`config.mk`:
```
export PLATFORM = sky130hd
export DESIGN_NAME = tl_switch
export DESIGN_NICKNAME = d
export VERILOG_FILES = /design/src/hw/soc_pkg.sv /design/src/hw/tl_switch.sv
export SDC_FILE = /design/constraint.sdc
export NUM_CORES = 1
export LEC_CHECK = 0
export ABC_AREA = 1
export CAP_MARGIN = 40
export CORE_MARGIN = 5
export CORE_UTILIZATION = 45
export CTS_BUF_LIST = sky130_fd_sc_hd__clkbuf_4
export DETAILED_ROUTE_END_ITERATION = 10
export DONT_BUFFER_PORTS = 1
export HOLD_SLACK_MARGIN = 0.15
export PLACE_DENSITY = 0.7
export SLEW_MARGIN = 25
export SYNTH_ARGS = -nofsm -noshare
export SYNTH_HDL_FRONTEND = slang
export SYNTH_SLANG_ARGS = --single-unit
```
`constraint.sdc`:
```
create_clock -name clk -period 6.94 [get_ports clk]
set_input_delay 0 -clock clk [delete_from_list [all_inputs] [get_ports clk]]
set_output_delay 0 -clock clk [all_outputs]
set_load 0.05 [all_outputs]
```
`src/hw/soc_pkg.sv`:
```
// ===========================
// Bus widths, TileLink opcodes
// and the fabric address map
// ===========================
package soc_pkg;

    // Default widths
    localparam int XLEN_DEFAULT      = 32;
    localparam int SID_WIDTH_DEFAULT = 8;
    localparam int OPCODE_W          = 3;   // Opcode and size fields

    // ===========================
    // TileLink-UL opcodes
    // ===========================
    typedef enum logic [OPCODE_W-1:0] {
        PUT_FULL_DATA    = 3'd0,
        PUT_PARTIAL_DATA = 3'd1,
        GET              = 3'd4
    } tl_a_op_e;

    typedef enum logic [OPCODE_W-1:0] {
        ACCESS_ACK      = 3'd0,
        ACCESS_ACK_DATA = 3'd1
    } tl_d_op_e;

    // ===========================
    // Address map
    // ===========================
    localparam int NUM_SLAVES = 2;
    localparam int SLAVE_MEM  = 0;
    localparam int SLAVE_OUT  = 1;

    // Hit when address matches base outside the mask bits
    localparam logic [31:0] SLAVE_BASE [NUM_SLAVES] = '{
        32'h0000_0000,      // Data memory
        32'h0002_0000       // LED register
    };
    localparam logic [31:0] SLAVE_MASK [NUM_SLAVES] = '{
        32'h0000_FFFF,
        32'h0000_000F
    };

    // Outstanding requests tracked by the switch
    localparam int TRACK_DEPTH_DEFAULT = 16;

endpackage
```
`src/hw/tl_switch.sv`:
```
// ===========================
// TileLink-UL switch: decoder, A router,
// in-order D return, error responder
// ===========================
`timescale 1ns/1ps

module tl_switch #(
    parameter int XLEN        = soc_pkg::XLEN_DEFAULT,
    parameter int SID_WIDTH   = soc_pkg::SID_WIDTH_DEFAULT,
    parameter int TRACK_DEPTH = soc_pkg::TRACK_DEPTH_DEFAULT
) (
    input  logic                         clk,
    input  logic                         rst,
    // Master A channel
    input  logic                         a_valid,
    output logic                         a_ready,
    input  logic [soc_pkg::OPCODE_W-1:0] a_opcode,
    input  logic [2:0]                   a_param,
    input  logic [soc_pkg::OPCODE_W-1:0] a_size,
    input  logic [SID_WIDTH-1:0]         a_source,
    input  logic [XLEN-1:0]              a_address,
    input  logic [XLEN/8-1:0]            a_mask,
    input  logic [XLEN-1:0]              a_data,
    // Master D channel
    output logic                         d_valid,
    input  logic                         d_ready,
    output logic [soc_pkg::OPCODE_W-1:0] d_opcode,
    output logic [1:0]                   d_param,
    output logic [soc_pkg::OPCODE_W-1:0] d_size,
    output logic [SID_WIDTH-1:0]         d_source,
    output logic [XLEN-1:0]              d_data,
    output logic                         d_corrupt,
    output logic                         d_denied,
    // Slave A channels
    output logic                         s_a_valid   [soc_pkg::NUM_SLAVES],
    input  logic                         s_a_ready   [soc_pkg::NUM_SLAVES],
    output logic [soc_pkg::OPCODE_W-1:0] s_a_opcode  [soc_pkg::NUM_SLAVES],
    output logic [2:0]                   s_a_param   [soc_pkg::NUM_SLAVES],
    output logic [soc_pkg::OPCODE_W-1:0] s_a_size    [soc_pkg::NUM_SLAVES],
    output logic [SID_WIDTH-1:0]         s_a_source  [soc_pkg::NUM_SLAVES],
    output logic [XLEN-1:0]              s_a_address [soc_pkg::NUM_SLAVES],
    output logic [XLEN/8-1:0]            s_a_mask    [soc_pkg::NUM_SLAVES],
    output logic [XLEN-1:0]              s_a_data    [soc_pkg::NUM_SLAVES],
    // Slave D channels
    input  logic                         s_d_valid   [soc_pkg::NUM_SLAVES],
    output logic                         s_d_ready   [soc_pkg::NUM_SLAVES],
    input  logic [soc_pkg::OPCODE_W-1:0] s_d_opcode  [soc_pkg::NUM_SLAVES],
    input  logic [1:0]                   s_d_param   [soc_pkg::NUM_SLAVES],
    input  logic [soc_pkg::OPCODE_W-1:0] s_d_size    [soc_pkg::NUM_SLAVES],
    input  logic [SID_WIDTH-1:0]         s_d_source  [soc_pkg::NUM_SLAVES],
    input  logic [XLEN-1:0]              s_d_data    [soc_pkg::NUM_SLAVES],
    input  logic                         s_d_corrupt [soc_pkg::NUM_SLAVES],
    input  logic                         s_d_denied  [soc_pkg::NUM_SLAVES]
);

    localparam int NS    = soc_pkg::NUM_SLAVES;
    localparam int SEL_W = (NS > 1) ? $clog2(NS) : 1;
    localparam int PTR_W = (TRACK_DEPTH > 1) ? $clog2(TRACK_DEPTH) : 1;

    logic                         mapped;
    logic [SEL_W-1:0]             a_sel;
    logic                         a_fire;
    logic                         d_fire;
    logic                         full;
    logic                         empty;
    logic [PTR_W-1:0]             wr_ptr;
    logic [PTR_W-1:0]             rd_ptr;
    logic [PTR_W:0]               count;
    logic                         h_err;
    logic [SEL_W-1:0]             h_sel;

    // Tracking FIFO, one entry per accepted request
    logic                         trk_err    [TRACK_DEPTH];
    logic [SEL_W-1:0]             trk_sel    [TRACK_DEPTH];
    logic                         trk_get    [TRACK_DEPTH];
    logic [SID_WIDTH-1:0]         trk_source [TRACK_DEPTH];
    logic [soc_pkg::OPCODE_W-1:0] trk_size   [TRACK_DEPTH];

    // ===========================
    // Address decode and A routing
    // ===========================
    always_comb begin
        mapped = 1'b0;
        a_sel  = '0;
        for (int i = 0; i < NS; i++) begin
            if (!mapped && ((a_address & ~XLEN'(soc_pkg::SLAVE_MASK[i]))
                            == XLEN'(soc_pkg::SLAVE_BASE[i]))) begin
                mapped = 1'b1;
                a_sel  = SEL_W'(i);
            end
        end
    end

    assign full    = (count == (PTR_W+1)'(TRACK_DEPTH));
    assign empty   = (count == '0);
    assign a_ready = !full && (!mapped || s_a_ready[a_sel]);  // Unmapped taken at once
    assign a_fire  = a_valid && a_ready;

    always_comb begin
        for (int i = 0; i < NS; i++) begin
            s_a_valid[i]   = a_valid && !full && mapped && (a_sel == SEL_W'(i));
            s_a_opcode[i]  = a_opcode;
            s_a_param[i]   = a_param;
            s_a_size[i]    = a_size;
            s_a_source[i]  = a_source;
            s_a_address[i] = a_address;
            s_a_mask[i]    = a_mask;
            s_a_data[i]    = a_data;
        end
    end

    // ===========================
    // Tracking FIFO
    // ===========================
    always_ff @(posedge clk) begin
        if (rst) begin
            wr_ptr <= '0;
            rd_ptr <= '0;
            count  <= '0;
        end else begin
            if (a_fire)
                wr_ptr <= (wr_ptr == PTR_W'(TRACK_DEPTH-1)) ? '0 : wr_ptr + 1'b1;
            if (d_fire)
                rd_ptr <= (rd_ptr == PTR_W'(TRACK_DEPTH-1)) ? '0 : rd_ptr + 1'b1;
            case ({a_fire, d_fire})
                2'b10:   count <= count + 1'b1;
                2'b01:   count <= count - 1'b1;
                default: count <= count;
            endcase
        end
    end

    always_ff @(posedge clk) begin
        if (a_fire) begin
            trk_err[wr_ptr]    <= !mapped;
            trk_sel[wr_ptr]    <= a_sel;
            trk_get[wr_ptr]    <= (a_opcode == soc_pkg::GET);
            trk_source[wr_ptr] <= a_source;
            trk_size[wr_ptr]   <= a_size;
        end
    end

    // ===========================
    // In-order D return
    // ===========================
    assign h_err  = trk_err[rd_ptr];
    assign h_sel  = trk_sel[rd_ptr];
    assign d_fire = d_valid && d_ready;

    always_comb begin
        // Only the slave at the FIFO head may drain
        for (int i = 0; i < NS; i++)
            s_d_ready[i] = d_ready && !empty && !h_err && (h_sel == SEL_W'(i));

        if (h_err) begin
            // Locally generated denied response
            d_valid   = !empty;
            d_opcode  = trk_get[rd_ptr] ? soc_pkg::ACCESS_ACK_DATA : soc_pkg::ACCESS_ACK;
            d_param   = '0;
            d_size    = trk_size[rd_ptr];
            d_source  = trk_source[rd_ptr];
            d_data    = '0;
            d_corrupt = trk_get[rd_ptr];
            d_denied  = 1'b1;
        end else begin
            d_valid   = !empty && s_d_valid[h_sel];
            d_opcode  = s_d_opcode[h_sel];
            d_param   = s_d_param[h_sel];
            d_size    = s_d_size[h_sel];
            d_source  = s_d_source[h_sel];
            d_data    = s_d_data[h_sel];
            d_corrupt = s_d_corrupt[h_sel];
            d_denied  = s_d_denied[h_sel];
        end
    end

endmodule

```
== After elaboration in Yosys (flattened, before gate mapping) ==
Memories as Yosys holds them, arrays and structs flattened. A register that Yosys moved wholly into a read port is not among the register bits.
Cells that the tools add are included.

* Order comparisons: 2
* Reduce and logical (&&, ||, !) cells: 22
* $add $sub $neg: 4
* Eq/ne operators: 7
* Bitwise logic cells: 4
* Multiplexer cells: 54

{| class="wikitable"
|+ Operators by type and width
! operator !! number
|-
| 32-bit two-way mux || 4
|-
| 4-bit two-way mux || 12
|-
| 32-bit logical NOT || 1
|-
| 8-bit two-way mux || 4
|-
| 28-bit by 14-bit equality test with 1-bit output (second input constant) || 1
|-
| 3-bit two-way mux || 8
|-
| 1-bit two-way mux || 21
|-
| 1-bit logical AND || 13
|-
| 5-bit case mux with 2 select lines || 1
|-
| 4-bit by 1-bit adder with 4-bit output (second input constant) || 2
|-
| 4-bit equality test (second input constant) || 2
|-
| 2-bit two-way mux || 4
|-
| 5-bit by 1-bit adder with 5-bit output (second input constant) || 1
|-
| 5-bit equality test (second input constant) || 1
|-
| 1-bit logical NOT || 5
|-
| 5-bit logical NOT || 1
|-
| 5-bit by 1-bit subtractor with 5-bit output (second input constant) || 1
|-
| 2-bit greater-or-equal comparator (second input constant) || 2
|-
| 1-bit inverter with 2-bit output || 2
|-
| 3-bit equality test (second input constant) || 1
|-
| 2-bit by 1-bit equality test with 1-bit output (second input constant) || 1
|-
| 2-bit equality test (second input constant) || 1
|-
| 1-bit inverter || 2
|-
| 2-bit nonzero test || 1
|-
| 1-bit logical OR || 1
|}

* RAM bits: 224
* Register bits after elaboration: 13
* Word-level logic and storage cells: 101
* Memories kept: 5
* Input bits: 193

{| class="wikitable"
|+ Memories
! name !! words !! bits a word !! rd ports !! clocked after Yosys merged registers in !! write ports !! RTL line !! source
|-
| trk_source || 16 || 8 || 1 || 1 || 1 || tl_switch.sv:76 || <nowiki>logic [SID_WIDTH-1:0] trk_source [TRACK_DEPTH];</nowiki>
|-
| trk_size || 16 || 3 || 1 || 1 || 1 || tl_switch.sv:77 || <nowiki>logic [soc_pkg::OPCODE_W-1:0] trk_size [TRACK_DEPTH];</nowiki>
|-
| trk_err || 16 || 1 || 1 || 1 || 1 || tl_switch.sv:73 || <nowiki>logic trk_err [TRACK_DEPTH];</nowiki>
|-
| trk_get || 16 || 1 || 1 || 1 || 1 || tl_switch.sv:75 || <nowiki>logic trk_get [TRACK_DEPTH];</nowiki>
|-
| trk_sel || 16 || 1 || 1 || 1 || 1 || tl_switch.sv:74 || <nowiki>logic [SEL_W-1:0] trk_sel [TRACK_DEPTH];</nowiki>
|}

== Logic depth before layout (Yosys ltp) ==
* Depth after elaboration: 14
* Depth in mapped cells: 20

== Least setup slack after synthesis ==
Ideal clock, no wire load.

* Path kind: register to register
* From: reg (tool-made name)
* To: reg count[4]
* Period minus slack after synthesis: 2627 ps
* Required time: 6825 ps
* Path slack: 4313 ps
* Arrival: 2511 ps
* Cell stages (with the launch flop): 20
* Cell sequence: dfxtp_1 -> buf_6 -> buf_6 -> nand2_1 -> nand3_1 -> nand3_1 -> nand3_2 -> nand2_4 -> nand3_2 -> nand2_2 -> inv_2 -> ha_1 -> ha_1 -> nand2_1 -> nor2_1 -> a211oi_1 -> o21ai_0 -> a21oi_1 -> nand2_1 -> nor3b_1

{| class="wikitable"
|+ RTL lines
! what !! RTL line !! source
|-
| end signal: assignment || tl_switch.sv:126 || <nowiki>2'b10: count <= count + 1'b1;</nowiki>
|-
| end signal: assignment || tl_switch.sv:127 || <nowiki>2'b01: count <= count - 1'b1;</nowiki>
|-
| end signal: assignment || tl_switch.sv:128 || <nowiki>default: count <= count;</nowiki>
|-
| end: declaration || tl_switch.sv:68 || <nowiki>logic [PTR_W:0] count;</nowiki>
|}

==> out/qor.yml <==
setup_path:
  arrival_ns: 5.32
  worst-path-max-fanout: 57
  r2r_slack_ns: 2.15
  critPathRequiredTime_ns: 7.47
  cp_slowest_cell: "dlygate4sd3_1"
  cp_cell_sequence: "buf_4, inv_1, buf_8, buf_4, nand3_1, nand3_1, nand3_2, nand2_4, nand2_2, nand3_2, dlygate4sd3_1, nand2_2, inv_2, ha_1, ha_1, nand2_1, nor2_1, a211oi_1, o21ai_0, a21oi_1, nand2_1, nor3b_1"
  startpoint_type: "flop"
  cp-end-kind: "flop"
  max_stage_delay_ns: 0.64
  crit_type: "reg -> reg"
sta:
  setup_viol: 0
  fin_crit_sh_pct: 69.1
  max_slew_margin_pct: 40.5
  hold_viol_final: 0
  finClkSkew_ns: 0.0255
  rsz0062_at_grt: "false"
  maxSlewViolCount: 0
  tns_ns: 0
  max_slew.worst_pin.slew_ns: 0.887
  period_needed_ns: 4.79
  fmax_mhz: 209
synth:
  synth_warnings: 0
  syn_area_sq_um: 12000
  async_reset_ff_share_pct: 0
  synth_seq_cells: 241
  yosys.area.top_type: "edfxtp_1"
  synth.area.top_cells: "edfxtp_1 56%, buf_4 11%, nor2_1 7.2%"
  synth-edff-count: 224
  ys_types: 35
  syn_inst: 1167
  yosysMostFrequentCell: "nor2_1"
  ys_top_cells_by_count: "232 x nor2_1, 224 x edfxtp_1, 174 x buf_4, 142 x o21ai_0, 100 x nand2_1"
  synth_top_area_share_pct: 55.9
  synth_ff_type: "edfxtp_1"
  synth_fp_nets: 1370
  syn_avg_cell_area_sq_um: 10.3
  ys_seq_area_share_pct: 58.7
floorplanning:
  io-pin-count: 419
  dieArea_sq_um: 30100
  rows: 59
  dieWidth_um: 174
  initial_core_util_pct: 45.9
  die_y_um: 174
  core_area_sq_um: 26200
placement:
  port_buffers: 0
  place_area_sq_um: 11500
  dp.cells: 1347
  place_congestion: 0.834
  dpl.hpwl_mm: 25.2
grt:
  antenna_found_initial: 3
  grtUsageTotal_pct: 23.9
  grt-ovfl-total: 0
  grt_max_degree: 69
  grt_pass1_vias: 8594
  grt_pass1_wl_mm: 54.8
finish:
  fillers: 2173
  area_growth_syn_to_layout_pct: 19.7
  fin_util_pct: 55.0
  final_cell_count_no_fill: 1639
  final_nets: 1465
  stdcell_area_sq_um: 14400
  layout-drive-gt1-share_pct: 21.6
route:
  wirelength_mm: 38.9
  routed_via_density: 5.51
  drc: 0
  drt_iter0_drc: 773
  wl_per_cell_um: 23.8
  ant_nets: 0
  first_pass_iters: 6
  vias: 9023
cts:
  cts_buffers: 55
  clkTransAtPathRegs_ns: 0.07
  h-tree-depth: 2
  cts.sinks: 241
  worst_skew_pair.late_latency_ns: 0.66
  root_buffer: "clkbuf_4"
  clockBufferDepth: 3
  cts_tree: "done"
outcome:
  status: "finished clean"
power_and_ir_drop:
  p_leak_nw: 5.44
  max-vdd-ir-drop_v: 0.000359
  powerDensity_nw_per_um2: 472
job:
  cap_violations: 0
worst_hold_path:
  hp-class: "in -> reg"
==> cell usage in the layout (no fill, tap or decap), drive strengths merged, types with 3 or more instances in the layout <==
master       netlist  layout
o22ai             27      27
dfxtp             17      17
inv               42      43
o221ai            21      21
nor2             232     232
buf              203     163
nor4               4       4
xor2               3       3
nand2            105     105
a21oi             13      13
clkbuf            26      81
clkinv             1      17
ha                 9       9
xnor2              3       3
o31ai              9       9
nor3               3       3
nand3             55      55
dlygate4sd3        0     103
edfxtp           224     224
o21ai            160     160
==> registers in the layout, indices dropped and copies added, names as in the netlist, named ones only <==
signal and cells:
trk_source 128, trk_sel 16, count 5, trk_get 16, rd_ptr 4, trk_err 16
trk_size 48, wr_ptr 4
==> per-layer routing <==
layer	track usage (%)	share of wire [%]
met1	27.2	35
met2	44.7	54
met3	5.58	9.5
met4	6.82	1.7
met5	0	0.033
==> area by class of cell <==
| type | instances | area, sq um | share of cell area [%] |
|---|---|---|---|
| Inverter | 43 | 164 | 1.14 |
| Timing Repair Buffer | 267 | 2810 | 19.5 |
| Antenna cell | 1 | 2.50 | 0.0174 |
| Clock buffer | 80 | 601 | 4.17 |
| Multi-Input combinational cell | 654 | 3240 | 22.5 |
| Tap cell | 335 | 419 | 2.91 |
| Sequential cell | 241 | 7070 | 49.1 |
| Clock inverter | 18 | 97.6 | 0.678 |
==> worst max-delay path, delay by kind of cell, from the launching register on <==
kind            cells  cell delay (ns)
fa+ha+maj           2             0.59
buf+inv             6             1.83
flops               1             0.31
simple gates       11             1.31
compound gates      3             0.56
==> power by group <==
part / total (mW) / internal (mW) / leakage, nW / switching, mW
Sequential: 1.70 / 1.65 / 2.23 / 0.0507
Combinational: 4.00 / 1.01 / 2.79 / 2.99
Clock: 1.09 / 0.566 / 0.419 / 0.527
Total: 6.79 / 3.22 / 5.44 / 3.57
==> kinds of logic after synthesis <==
family	after synthesis	share of synthesized area, %
buf+inv	272	14.5
simple gates	403	13.8
compound gates	234	11.3
mux	1	0.0936
fa+ha+maj	10	1.10
xor+xnor	6	0.437
flops	241	58.7
==> metrics by stage <==
stage,hold slack (ns),worst slack (ns),power (mW)
after global placement,0.000526,2.55,5.00
after CTS,0.160,1.87,6.75
final,0.229,2.15,6.79
after floorplan,0.0691,4.31,4.58
after global routing,0.241,1.74,7.16
after detailed placement,0.000526,2.50,5.37
==> worst paths after layout <==
kind / startpoint / end / cells past startpoint
min reg2reg: rd_ptr[3] / flop / 2
max reg2reg: flop / count[4] / 22
min: a_address[16] / wr_ptr[1] / 7
max: flop / count[4] / 22
==> repair_timing <==
action	in CTS	in global routing
resized for setup	0	0
hold buffers	116	0
buffers inserted	0	0
hold endpoints to repair	401	0
Power figures use the tool's default switching activity.
