**src/hw/soc_pkg.sv**
```systemverilog
// ===========================
// Bus widths, TileLink opcodes
// and the fabric address map
// ===========================
package soc_pkg;

    // Default widths
    localparam int XLEN_DEFAULT      = 32;
    localparam int SID_WIDTH_DEFAULT = 8;
    localparam int OPCODE_W          = 3;   // Opcode and size fields

    // ===========================
    // TileLink-UL opcodes
    // ===========================
    typedef enum logic [OPCODE_W-1:0] {
        PUT_FULL_DATA    = 3'd0,
        PUT_PARTIAL_DATA = 3'd1,
        GET              = 3'd4
    } tl_a_op_e;

    typedef enum logic [OPCODE_W-1:0] {
        ACCESS_ACK      = 3'd0,
        ACCESS_ACK_DATA = 3'd1
    } tl_d_op_e;

    // ===========================
    // Address map
    // ===========================
    localparam int NUM_SLAVES = 2;
    localparam int SLAVE_MEM  = 0;
    localparam int SLAVE_OUT  = 1;

    // Hit when address matches base outside the mask bits
    localparam logic [31:0] SLAVE_BASE [NUM_SLAVES] = '{
        32'h0000_0000,      // Data memory
        32'h0002_0000       // LED register
    };
    localparam logic [31:0] SLAVE_MASK [NUM_SLAVES] = '{
        32'h0000_FFFF,
        32'h0000_000F
    };

    // Outstanding requests tracked by the switch
    localparam int TRACK_DEPTH_DEFAULT = 16;

endpackage
```
**src/hw/tl_output.sv**
```systemverilog
// ===========================
// TileLink-UL LED output register
// ===========================
`timescale 1ns/1ps

module tl_output #(
    parameter int XLEN      = soc_pkg::XLEN_DEFAULT,
    parameter int SID_WIDTH = soc_pkg::SID_WIDTH_DEFAULT,
    parameter int OUTPUTS   = 6
) (
    input  logic                         clk,
    input  logic                         rst,
    // A channel
    input  logic                         a_valid,
    output logic                         a_ready,
    input  logic [soc_pkg::OPCODE_W-1:0] a_opcode,
    input  logic [2:0]                   a_param,
    input  logic [soc_pkg::OPCODE_W-1:0] a_size,
    input  logic [SID_WIDTH-1:0]         a_source,
    input  logic [XLEN-1:0]              a_address,
    input  logic [XLEN/8-1:0]            a_mask,
    input  logic [XLEN-1:0]              a_data,
    // D channel
    output logic                         d_valid,
    input  logic                         d_ready,
    output logic [soc_pkg::OPCODE_W-1:0] d_opcode,
    output logic [1:0]                   d_param,
    output logic [soc_pkg::OPCODE_W-1:0] d_size,
    output logic [SID_WIDTH-1:0]         d_source,
    output logic [XLEN-1:0]              d_data,
    output logic                         d_corrupt,
    output logic                         d_denied,
    output logic [OUTPUTS-1:0]           outputs
);

    logic a_fire;
    logic in_window;
    logic bad_req;
    logic is_put;
    logic is_get;

    // Whole 16-byte window maps to the one register
    assign in_window = (a_address & ~XLEN'(soc_pkg::SLAVE_MASK[soc_pkg::SLAVE_OUT]))
                       == XLEN'(soc_pkg::SLAVE_BASE[soc_pkg::SLAVE_OUT]);
    assign bad_req   = (a_param != '0) || !in_window;
    assign is_put    = (a_opcode == soc_pkg::PUT_FULL_DATA)
                    || (a_opcode == soc_pkg::PUT_PARTIAL_DATA);
    assign is_get    = (a_opcode == soc_pkg::GET);

    assign a_ready   = !d_valid || d_ready;
    assign a_fire    = a_valid && a_ready;
    assign d_param   = '0;
    assign d_corrupt = 1'b0;

    always_ff @(posedge clk) begin
        if (rst) begin
            d_valid <= 1'b0;
            outputs <= '0;
        end else begin
            if (a_fire)
                d_valid <= 1'b1;
            else if (d_ready)
                d_valid <= 1'b0;
            if (a_fire && !bad_req && is_put && a_mask[0])
                outputs <= a_data[OUTPUTS-1:0];     // Only byte lane 0 loads
        end
    end

    // Response payload
    always_ff @(posedge clk) begin
        if (a_fire) begin
            d_source <= a_source;
            d_size   <= a_size;
            d_opcode <= (is_get && !bad_req) ? soc_pkg::ACCESS_ACK_DATA
                                             : soc_pkg::ACCESS_ACK;
            d_data   <= (is_get && !bad_req) ? XLEN'(outputs) : '0;
            d_denied <= bad_req || !(is_put || is_get);
        end
    end

endmodule

```
**config.mk**
```make
export PLATFORM = sky130hd
export DESIGN_NAME = tl_output
export DESIGN_NICKNAME = d
export VERILOG_FILES = /design/src/hw/soc_pkg.sv /design/src/hw/tl_output.sv
export SDC_FILE = /design/constraint.sdc
export NUM_CORES = 1
export LEC_CHECK = 0
export BUFFER_PORTS_ARGS = -buffer_cell sky130_fd_sc_hd__buf_2
export CORE_ASPECT_RATIO = 1.2
export CORE_MARGIN = 5
export CORE_UTILIZATION = 25
export CTS_CLUSTER_SIZE = 28
export DETAILED_ROUTE_END_ITERATION = 10
export REMOVE_ABC_BUFFERS = 1
export SYNTH_ARGS = -nofsm -noshare
export SYNTH_HDL_FRONTEND = slang
export SYNTH_SLANG_ARGS = --single-unit
```
**constraint.sdc**
```tcl
create_clock -name clk -period 4.1 [get_ports clk]
set_clock_uncertainty 0.2 [all_clocks]
set_input_delay 0.205 -clock clk [delete_from_list [all_inputs] [get_ports clk]]
set_output_delay 0.205 -clock clk [all_outputs]
set_load 0.01 [all_outputs]
```
## After elaboration in Yosys (flattened, before gate mapping)

Index checks and enable logic that the tools add are counted.

- Add/subtract/negate cells: 0
- Eq/ne operators: 3
- Reductions and logical operators: 17
- Div/mod/pow operators: 0
- Shifts and indexed selects: 0
- Magnitude comparators: 0
- Mux-type cells: 3
- $mul: 0
- Bitwise operators: 0

Operator list:

| kind | count |
|---|---|
| equality test 28 x 14 -> 1 bit, second input constant | 1 |
| logical AND 1 bit | 5 |
| logical OR 1 bit | 5 |
| zero test 1 bit | 4 |
| equality test 3 x 1 -> 1 bit, second input constant | 1 |
| equality test 3 bit, second input constant | 1 |
| zero test 3 bit | 1 |
| 2-to-1 mux 1 bit | 3 |
| nonzero test 3 bit | 1 |
| nonzero test 2 bit | 1 |

- Bits in latches: 0
- Word-level logic and storage cells: 31
- Bits in registers: 54
- RAM bits: 0
- ROM bits: 0
- Memories: 0

## Depth between registers and ports, before layout

Gate-level depths: netlist (run 1).

- Word-level depth: 7
- Depth in mapped cells: 4
- Depth with buffers taken out: 4

## Worst setup path after synthesis (run 1)

OpenSTA, ideal clock, no wires.

- Path kind: register to register
- Start point: register d_valid
- End point: register d_data[0], enable pin
- Data required time: 3523 ps
- Data arrival time: 1036 ps
- Path buffers: 0
- Path slack: 2487 ps
- Clock period less this slack: 1613 ps
- Stages on the path, launching flop included: 3
- Path through: dfxtp_1 -> nand2b_1 -> and2_1

- Word-level cells in the longest chain between the ends: 3

Ends and longest elaborated chain:

| item | RTL line | source |
|---|---|---|
| start: declaration | tl_output.sv:24 | `output logic d_valid,` |
| start signal: assignment | tl_output.sv:57 | `d_valid <= 1'b0;` |
| start signal: assignment | tl_output.sv:61 | `d_valid <= 1'b1;` |
| start signal: assignment | tl_output.sv:63 | `d_valid <= 1'b0;` |
| zero test 1 bit | tl_output.sv:50 | `assign a_ready = !d_valid \|\| d_ready;` |
| logical OR 1 bit | tl_output.sv:50 |  |
| named net a_ready | tl_output.sv:15 | `output logic a_ready,` |
| logical AND 1 bit | tl_output.sv:51 | `assign a_fire = a_valid && a_ready;` |
| named net a_fire | tl_output.sv:36 | `logic a_fire;` |
| end signal: assignment | tl_output.sv:76 | `d_data <= (is_get && !bad_req) ? XLEN'(outputs) : '0;` |
| end: declaration | tl_output.sv:30 | `output logic [XLEN-1:0] d_data,` |

The timed path passes the listed nets, and every way through them passes these cells.
A chain may end at the register's enable or synchronous reset.

## Worst setup path in the final report (run 1)

- Start point: input a_valid
- End point: register d_source[3], enable pin

- Word-level cells in the longest chain between the ends: 1

Ends and longest elaborated chain:

| item | RTL line | source |
|---|---|---|
| start: declaration | tl_output.sv:14 | `input logic a_valid,` |
| logical AND 1 bit | tl_output.sv:51 |  |
| named net a_fire | tl_output.sv:36 |  |
| end signal: assignment | tl_output.sv:72 | `d_source <= a_source;` |
| end: declaration | tl_output.sv:29 | `output logic [SID_WIDTH-1:0] d_source,` |

The timed path passes the listed nets, and every way through them passes these cells.

==> summary.txt, run 1 <==
status: complete, no violations
average routed wire per standard cell: 11.9 um
number of flops mapped to enable cells by yosys: 19
first-pass GRT wire length: 4900 um
main combinational cell family by area after synthesis: simple AND/OR/NAND/NOR gates
CTS max path bufs: 2
Final Hold Vio Count: 0
1st-iter DRT viols: 40
Yosys warning count: 0
Antenna Violating Nets Remaining: 0
Critical Path Fanout Max: 19
H-tree levels: 1
GPL Wtd Cong: 0.645
die width: 77.7 um
final period utilization: 44.0%
ANT cells: 0
core area: 5300 um2
GRT overflow: 0
number of remaining DRC errors: 0
Setup-failing EPs final: 0
gr usage total: 8.26%
Crit path required time: 3.79 ns
share of layout cells above drive strength 1: 49.0%
Syn Inst Count: 101
share of the synthesized area in the top cell type: 41.5%
FP Rows: 29
cell taking the most area after synthesis: edfxtp_1
critical path class: input pin to flip-flop
postcts setup bufs: 0
Final #Nets: 290
vias in the first global route: 1,089
setup TNS: 0 ns
CTS tree: built
most common cell in the netlist: buf_4
via-per-instance ratio: 3.92
IO Pins: 147
Mapped Area: 1370 um2
final core occ: 37.0%
main area contributors after synthesis: edfxtp_1 (42%), buf_4 (17%), dfxtp_1 (10%)
routed via count: 1,028
post-synthesis adder-cell area fraction: 0%
largest net degree at the start of global routing: 20
Synth Area in Compound Gates: 1.00%
Die H: 91.2 um
Post-synth top cells: buf_4 (31), edfxtp_1 (19), nand2b_1 (13)
share of synthesized registers carrying an async set or reset: 0%
Hold WC Path Type: input pin to flip-flop
Main synth FF type: edfxtp_1
post-layout minimum cycle time: 1.80 ns
drt first pass iters: 3
Flop pwr share: 50.3%
Critical Path Start Type: input pin
max-slew violations: 0
CTS clock-pin slew for the worst setup and hold paths: 0.08 ns
Slew @ Worst Pin: 0.803 ns
drt total wl: 3120 um
xor-xnor portion of the synthesized cell area: 0%
pre-CTS WS: 2.26 ns
clock share of power: 34.6%
final setup margin: 2.30 ns
initial antenna violation count: 0
mux cell area share after synthesis: 4.37%
hold_buf cts: 15
Min Hold Slack: 0.0282 ns
register area share after synthesis: 51.7%
Seq cells post-synth: 26
Peak VDD IR: 121 uV
Sw Pwr: 0.123 mW
fmax: 0.555 GHz
worst relative slew slack: 46.5%
TritonCTS Buffers: 3
hpwl dp: 2590 um
combinational power share: 15.1%
Cell variety after synth: 18
P per Cell Area: 300 nW/um2
# clock sinks: 26
Worst EP arrival: 1.50 ns
Lkg Pwr: 0.903 nW
Initial Util: 25.9%
CTS resizes: 0
clk root buf: clkbuf_8
Synth Area in Simple Gates: 25.1%
die area: 7080 um2
Port Buf Inserts: 82
RSZ-0062 raised after global routing: false
Internal Power: 0.466 mW
number of max-cap violations: 0
CP endpoint kind: flip-flop
Area Growth Syn to Fin: 42.6%
Worst-Skew Late Latency: 0.26 ns
Switching Fraction: 20.9%
mean post-synth cell area: 13.6 um2
==> placed cells by master, fill, tap and decap left out <==
cell / count
edfxtp_1: 19
inv_1: 1
nand4b_1: 1
a21oi_1: 1
bufinv_16: 1
clkbuf_8: 3
dlygate4sd3_1: 15
and2_1: 7
buf_2: 82
nor3_4: 1
nor4_4: 3
nor4b_4: 2
dfxtp_1: 7
a211o_1: 1
nand4_4: 1
nand4_2: 1
mux2i_1: 6
nand2b_1: 13
conb_1: 31
nor4_2: 4
==> worst paths after layout <==
check | slack, ns | startpoint | to | cells past startpoint
setup / recovery | 2.30 | a_valid | d_source[3] | 3
hold / removal | 0.03 | a_data[2] | outputs[2] | 3
setup reg to reg | 2.42 | d_valid | d_source[3] | 2
hold reg to reg | 0.29 | outputs[2] | outputs[2] | 2
==> worst max-delay path: stages <==
cell           delay (ns)
dlygate4sd3_1        0.52
buf_2                0.12
and2_1               0.65
==> registers in the layout (all words and copies together) (netlist names) <==
| register | cells |
|---|---|
| d_data | 6 |
| d_denied | 1 |
| d_opcode | 1 |
| d_size | 3 |
| d_source | 8 |
| d_valid | 1 |
| outputs | 6 |
==> area by class of cell <==
cell class              count  area (um2)
fillers                   512        3340
flip-flops and latches     26         711
repair buffers             97         561
multi-input cells          72         536
well taps                  62        77.6
clock buffers               3        41.3
clock inverters             1        30.0
inverters                   1        3.75
==> cell families (layout without fill, tap and decap cells) <==
family	Yosys count	count (layout)
other	1	31
DFF	26	26
AOI/OAI and AO/OA	2	2
muxes	6	6
buffers and inverters	33	102
and+or+nand+nor	33	33
==> metrics by stage <==
step	cell area (um2)	cells	total power, mW
2_1_floorplan	1250	99	0.334
3_3_place_gp	1740	243	0.379
3_5_place_dp	1740	243	0.380
4_1_cts	1960	262	0.598
5_1_grt	1960	262	0.616
6_report	1960	262	0.589
==> power by group through the flow <==
| stage | clock [mW] | combinational, mW | sequential [mW] |
|---|---|---|---|
| floorplan | 0 | 0.0257 | 0.308 |
| global placement | 0 | 0.0770 | 0.302 |
| detailed placement | 0 | 0.0779 | 0.302 |
| CTS | 0.213 | 0.0890 | 0.296 |
| global route | 0.221 | 0.0975 | 0.298 |
| finish | 0.203 | 0.0888 | 0.296 |
==> per-layer routing <==
layer | global-route usage [%] | share of wire [%]
met1 | 10.3 | 39
met5 | 0 | 0
met2 | 14.3 | 47
met3 | 2.38 | 14
met4 | 1.29 | 0
Power figures use the tool's default switching activity.
==> inputs of run 2 (changes only) <==
==> constraint.sdc (replaced) <==
create_clock -name clk -period 1.7 [get_ports clk]
set_clock_uncertainty 0.2 [all_clocks]
set_input_delay 0.085 -clock clk [delete_from_list [all_inputs] [get_ports clk]]
set_output_delay 0.085 -clock clk [all_outputs]
set_load 0.01 [all_outputs]
==> summary.txt, run 2 (same netlist as run 1, synthesis figures left out) <==
fill count: 510 (-0.39%)
critical path class: input pin to flip-flop
combinational power share: 17.2% (+2.1 points)
Crit Reg-Reg Startpoint: d_valid
GRT Max-Usage Layer: met2
1st-iter DRT viols: 42 (+5.0%)
Crit path required time: 1.70 ns (-2.09 ns)
most frequent cells in the layout: buf_2 (82), conb_1 (31), dlygate4sd3_1 (21)
r2r endpoint: d_valid
fmax: 0.682 GHz
initial antenna violation count: 0 (unchanged)
number of remaining DRC errors: 0 (unchanged)
ANT cells: 0 (unchanged)
Lkg Pwr: 0.940 nW (+4.1%)
Critical Path Fanout Max: 6 (-13)
CTS resizes: 0 (unchanged)
RSZ-0062 raised after global routing: false
CTS clock-pin slew for the worst setup and hold paths: 0.09 ns (about the same)
average routed wire per standard cell: 11.7 um (-1.4%)
P per Cell Area: 654 nW/um2 (+120%)
gr usage total: 8.59% (+0.33 points)
reg2reg path depth: 3 (+1)
Worst EP arrival: 1.46 ns (-0.04 ns)
hpwl dp: 2550 um (-1.4%)
clock share of power: 29.2% (-5.4 points)
Sw Pwr: 0.304 mW (+150%)
pre-CTS WS: 0.0344 ns (-2.23 ns)
IO Pins: 147 (unchanged)
FP Rows: 29 (unchanged)
Flop pwr share: 53.5% (+3.2 points)
GPL Wtd Cong: 0.658 (+2.0%)
global-route met1 utilization: 9.99% (-0.30 points)
Die H: 91.2 um (unchanged)
vias in the first global route: 1,091 (+0.18%)
Worst-Skew Late Latency: 0.27 ns (about the same)
status: complete, no violations
# clock sinks: 26 (unchanged)
Switching Fraction: 22.8% (+2.0 points)
first-pass GRT wire length: 5060 um (+3.4%)
H-tree levels: 1 (unchanged)
most common cell after layout, fill and taps aside: buf_2
reg2reg setup slack: 0.29 ns (-2.13 ns)
max-slew violations: 0 (unchanged)
setup TNS: 0 ns (unchanged)
drt total wl: 3180 um (+2.0%)
CTS tree: built
CTS max path bufs: 2 (unchanged)
Pwr Total: 1.33 mW (+130%)
Hold WC Path Type: input pin to flip-flop
clk root buf: clkbuf_8
postcts setup bufs: 0 (unchanged)
Internal Power: 1.03 mW (+120%)
die area: 7080 um2 (unchanged)
Area Growth Syn to Fin: 48.4%
core area: 5300 um2 (unchanged)
Final #Nets: 299 (+3.1%)
share of layout cells above drive strength 1: 48.3% (-0.67 points)
via-per-instance ratio: 3.87 (-1.3%)
biggest regs: d_source x8, d_data x6, outputs x6
GR Util met3: 2.67% (+0.30 points)
hold_buf cts: 21 (+6)
Antenna Violating Nets Remaining: 0 (unchanged)
Port Buf Inserts: 82 (unchanged)
die width: 77.7 um (unchanged)
routed via count: 1,050 (+2.1%)
Final Hold Vio Count: 0 (unchanged)
largest net degree at the start of global routing: 15 (-25%)
TritonCTS Buffers: 3 (unchanged)
M2 GR Usage: 15.1% (+0.84 points)
Peak VDD IR: 330 uV (+170%)
final setup margin: 0.234 ns (-2.06 ns)
drt first pass iters: 2 (-1)
Initial Util: 25.9% (unchanged)
number of max-cap violations: 0 (unchanged)
Hold EP: outputs[2]
post-layout minimum cycle time: 1.47 ns
Setup-failing EPs final: 0 (unchanged)
worst hold stages: 3 (unchanged)
Critical Path Start Type: input pin
CP endpoint kind: flip-flop
GRT overflow: 0 (unchanged)
final period utilization: 86.2%
Largest register FFs: 8 (unchanged)
Reg with most FFs: d_source
hold path startpoint: rst
[run 2: worst max path at each step]
stage / start / end / slack [ns]
6_report: a_opcode[2] / outputs[0] / 0.23
5_1_grt: a_opcode[2] / outputs[5] / 0.12
4_1_cts: a_opcode[2] / outputs[4] / 0.21
3_5_place_dp: a_address[21] / d_data[4] / 0.03
3_3_place_gp: a_address[21] / d_data[5] / 0.04
2_1_floorplan: d_valid / d_data[0] / 0.09
[run 2: worst max-delay path, stage by stage]
cell and delay (ns):
dlygate4sd3_1 0.53, buf_2 0.13, nand4b_1 0.21, nor3_4 0.19, buf_12 0.15, mux2i_1 0.17
[run 2: power by group through the flow]
stage	clock network (mW)	registers (mW)	logic [mW]
global placement	0	0.727	0.191
floorplan	0	0.744	0.0619
global route	0.429	0.716	0.252
detailed placement	0	0.728	0.192
CTS	0.405	0.713	0.230
finish	0.389	0.713	0.230
[run 2: cell type report]
type                       count  area [um2]  share of cell area (%)
sequential                    26         711                    34.9
timing repair buffer         106         656                    32.2
multi-input combinational     72         536                    26.3
tap                           62        77.6                    3.81
clock buffer                   4        55.1                    2.70
inverter                       1        3.75                   0.184
[run 2: per-stage QoR]
step	area [um2]	util, %	std cells	hold WS, ns
6_report	2040	38.5	271	0.0490
5_1_grt	2040	38.5	271	0.0808
4_1_cts	2040	38.5	271	0.0617
3_5_place_dp	1770	33.5	246	0.0638
3_3_place_gp	1770	33.5	246	0.0616
2_1_floorplan	1250	-	99	-0.0459
[run 2: metal layers]
layer	up-vias	routed length [um]
met5	-	0
met4	0	29
met3	3	477
met2	88	1510
met1	453	1170
li1	506	-
==> inputs of run 3 (changes only) <==
==> constraint.sdc (replaced) <==
create_clock -name clk -period 1.7 [get_ports clk]
set_clock_uncertainty 0.2 [all_clocks]
set_input_delay 0.255 -clock clk [delete_from_list [all_inputs] [get_ports clk]]
set_output_delay 0.255 -clock clk [all_outputs]
set_load 0.01 [all_outputs]
==> summary.txt, run 3 (same netlist as run 1, synthesis figures left out) <==
status: complete, no violations
ANT cells: 0 (unchanged)
most common cell after layout, fill and taps aside: buf_2
Final #Nets: 289 (-3.3%)
Worst EP arrival: 1.43 ns (-0.03 ns)
P per Cell Area: 728 nW/um2 (+11%)
share of layout cells above drive strength 1: 51.3% (+2.9 points)
Antenna Violating Nets Remaining: 0 (unchanged)
final setup margin: 0.206 ns (-0.0282 ns)
Die H: 91.2 um (unchanged)
hpwl dp: 2590 um (+1.5%)
Hold WC Path Type: input pin to flip-flop
critical path class: input pin to flip-flop
Largest register FFs: 8 (unchanged)
drt first pass iters: 2 (unchanged)
drt total wl: 3120 um (-2.1%)
Lkg Pwr: 0.905 nW (-3.8%)
CTS tree: built
number of max-cap violations: 0 (unchanged)
GRT overflow: 0 (unchanged)
CTS clock-pin slew for the worst setup and hold paths: 0.09 ns (about the same)
via-per-instance ratio: 3.89 (+0.47%)
FP Rows: 29 (unchanged)
Crit path required time: 1.64 ns (-0.06 ns)
routed via count: 1,016 (-3.2%)
final period utilization: 87.9% (+1.7 points)
average routed wire per standard cell: 11.9 um (+1.6%)
die width: 77.7 um (unchanged)
RSZ-0062 raised after global routing: false
vias in the first global route: 1,110 (+1.7%)
postcts setup bufs: 0 (unchanged)
biggest regs: d_source x8, d_data x6, outputs x6
H-tree levels: 1 (unchanged)
Area Growth Syn to Fin: 42.4%
Setup-failing EPs final: 0 (unchanged)
design area: 1960 um2 (-4.1%)
gr usage total: 8.38% (-0.20 points)
Initial Util: 25.9% (unchanged)
Reg with most FFs: d_source
initial antenna violation count: 0 (unchanged)
clk root buf: clkbuf_8
CP peak stage delay: 0.32 ns (-0.21 ns)
area post-placement: 1770 um2 (unchanged)
Peak VDD IR: 292 uV (-12%)
first-pass GRT wire length: 5000 um (-1.2%)
fmax: 0.669 GHz (-1.9%)
core area: 5300 um2 (unchanged)
CP endpoint kind: flip-flop
number of remaining DRC errors: 0 (unchanged)
post-layout minimum cycle time: 1.49 ns (+0.0282 ns)
Final Hold Vio Count: 0 (unchanged)
GPL Wtd Cong: 0.673 (+2.3%)
setup TNS: 0 ns (unchanged)
most frequent cells in the layout: buf_2 (82), conb_1 (31), edfxtp_1 (19)
worst path cell trace: buf_2, nor4_4, nand4_4, nor4b_4, buf_4, and2_1
TritonCTS Buffers: 3 (unchanged)
CTS max path bufs: 2 (unchanged)
Worst-Skew Late Latency: 0.26 ns (about the same)
Critical Path Start Type: input pin
max-slew violations: 0 (unchanged)
Pwr Total: 1.42 mW (+6.9%)
Critical Path Fanout Max: 7 (+1)
Port Buf Inserts: 82 (unchanged)
pre-CTS WS: -0.0956 ns (-0.130 ns)
IO Pins: 147 (unchanged)
die area: 7080 um2 (unchanged)
1st-iter DRT viols: 59 (+40%)
CP max stage cell: nor4_4
largest net degree at the start of global routing: 20 (+5)
# clock sinks: 26 (unchanged)
## run 3: cell types whose count changed in the layout (fill, tap and decap cells not counted)
| cell | delta |
|---|---|
| clkbuf_8 | -1 |
| dlygate4sd3_1 | -10 |
| and2_1 | -1 |
| and2_2 | +1 |
| bufinv_16 | +1 |
## run 3: final timing paths
path / slack, ns / to / start / cells after the start
setup / recovery: 0.21 / d_data[2] / a_address[21] / 6
hold / removal: 0.04 / outputs[1] / a_data[1] / 3
setup reg to reg: 0.27 / outputs[3] / d_valid / 6
hold reg to reg: 0.29 / outputs[1] / outputs[1] / 2
## run 3: final cells by class
class | count | area, um2
Clock buffer | 3 | 41.3
Clock inverter | 1 | 30.0
Fill cell | 525 | 3340
Inverter | 1 | 3.75
Multi-Input combinational cell | 72 | 537
Sequential cell | 26 | 711
Tap cell | 62 | 77.6
Timing Repair Buffer | 96 | 556
## run 3: report_power, final
part | leakage (nW) | internal, mW | switching (mW) | total [mW]
clock | 0.0357 | 0.315 | 0.186 | 0.501
sequential | 0.240 | 0.708 | 0.00589 | 0.713
combinational | 0.629 | 0.0965 | 0.113 | 0.210
total | 0.905 | 1.12 | 0.305 | 1.42
## run 3: routing by layer
layer / wire [um] / GRT usage, % / up-vias
li1: - / - / 488
met1: 1150 / 10.0 / 441
met2: 1490 / 14.6 / 87
met3: 485 / 2.77 / 0
met4: 0 / 1.72 / 0
met5: 0 / 0 / -
## run 3: metrics by stage
step | cells | hold slack, ns | utilization, %
final | 261 | 0.0382 | 36.9
after CTS | 261 | 0.0361 | 36.9
after global placement | 246 | 0.232 | 33.5
after floorplan | 99 | 0.124 | -
after global routing | 261 | 0.0304 | 36.9
after detailed placement | 246 | 0.237 | 33.5
## run 3: timing repair
item	CTS	global route
hold buffers	11	0
hold endpoints to repair	11	0
gates resized for setup	0	1
setup endpoints to repair	0	19
## run 3: worst max-delay path: cells and delay by family
family        cells  cell delay (ns)
buf+inv           2             0.28
simple gates      4             0.89
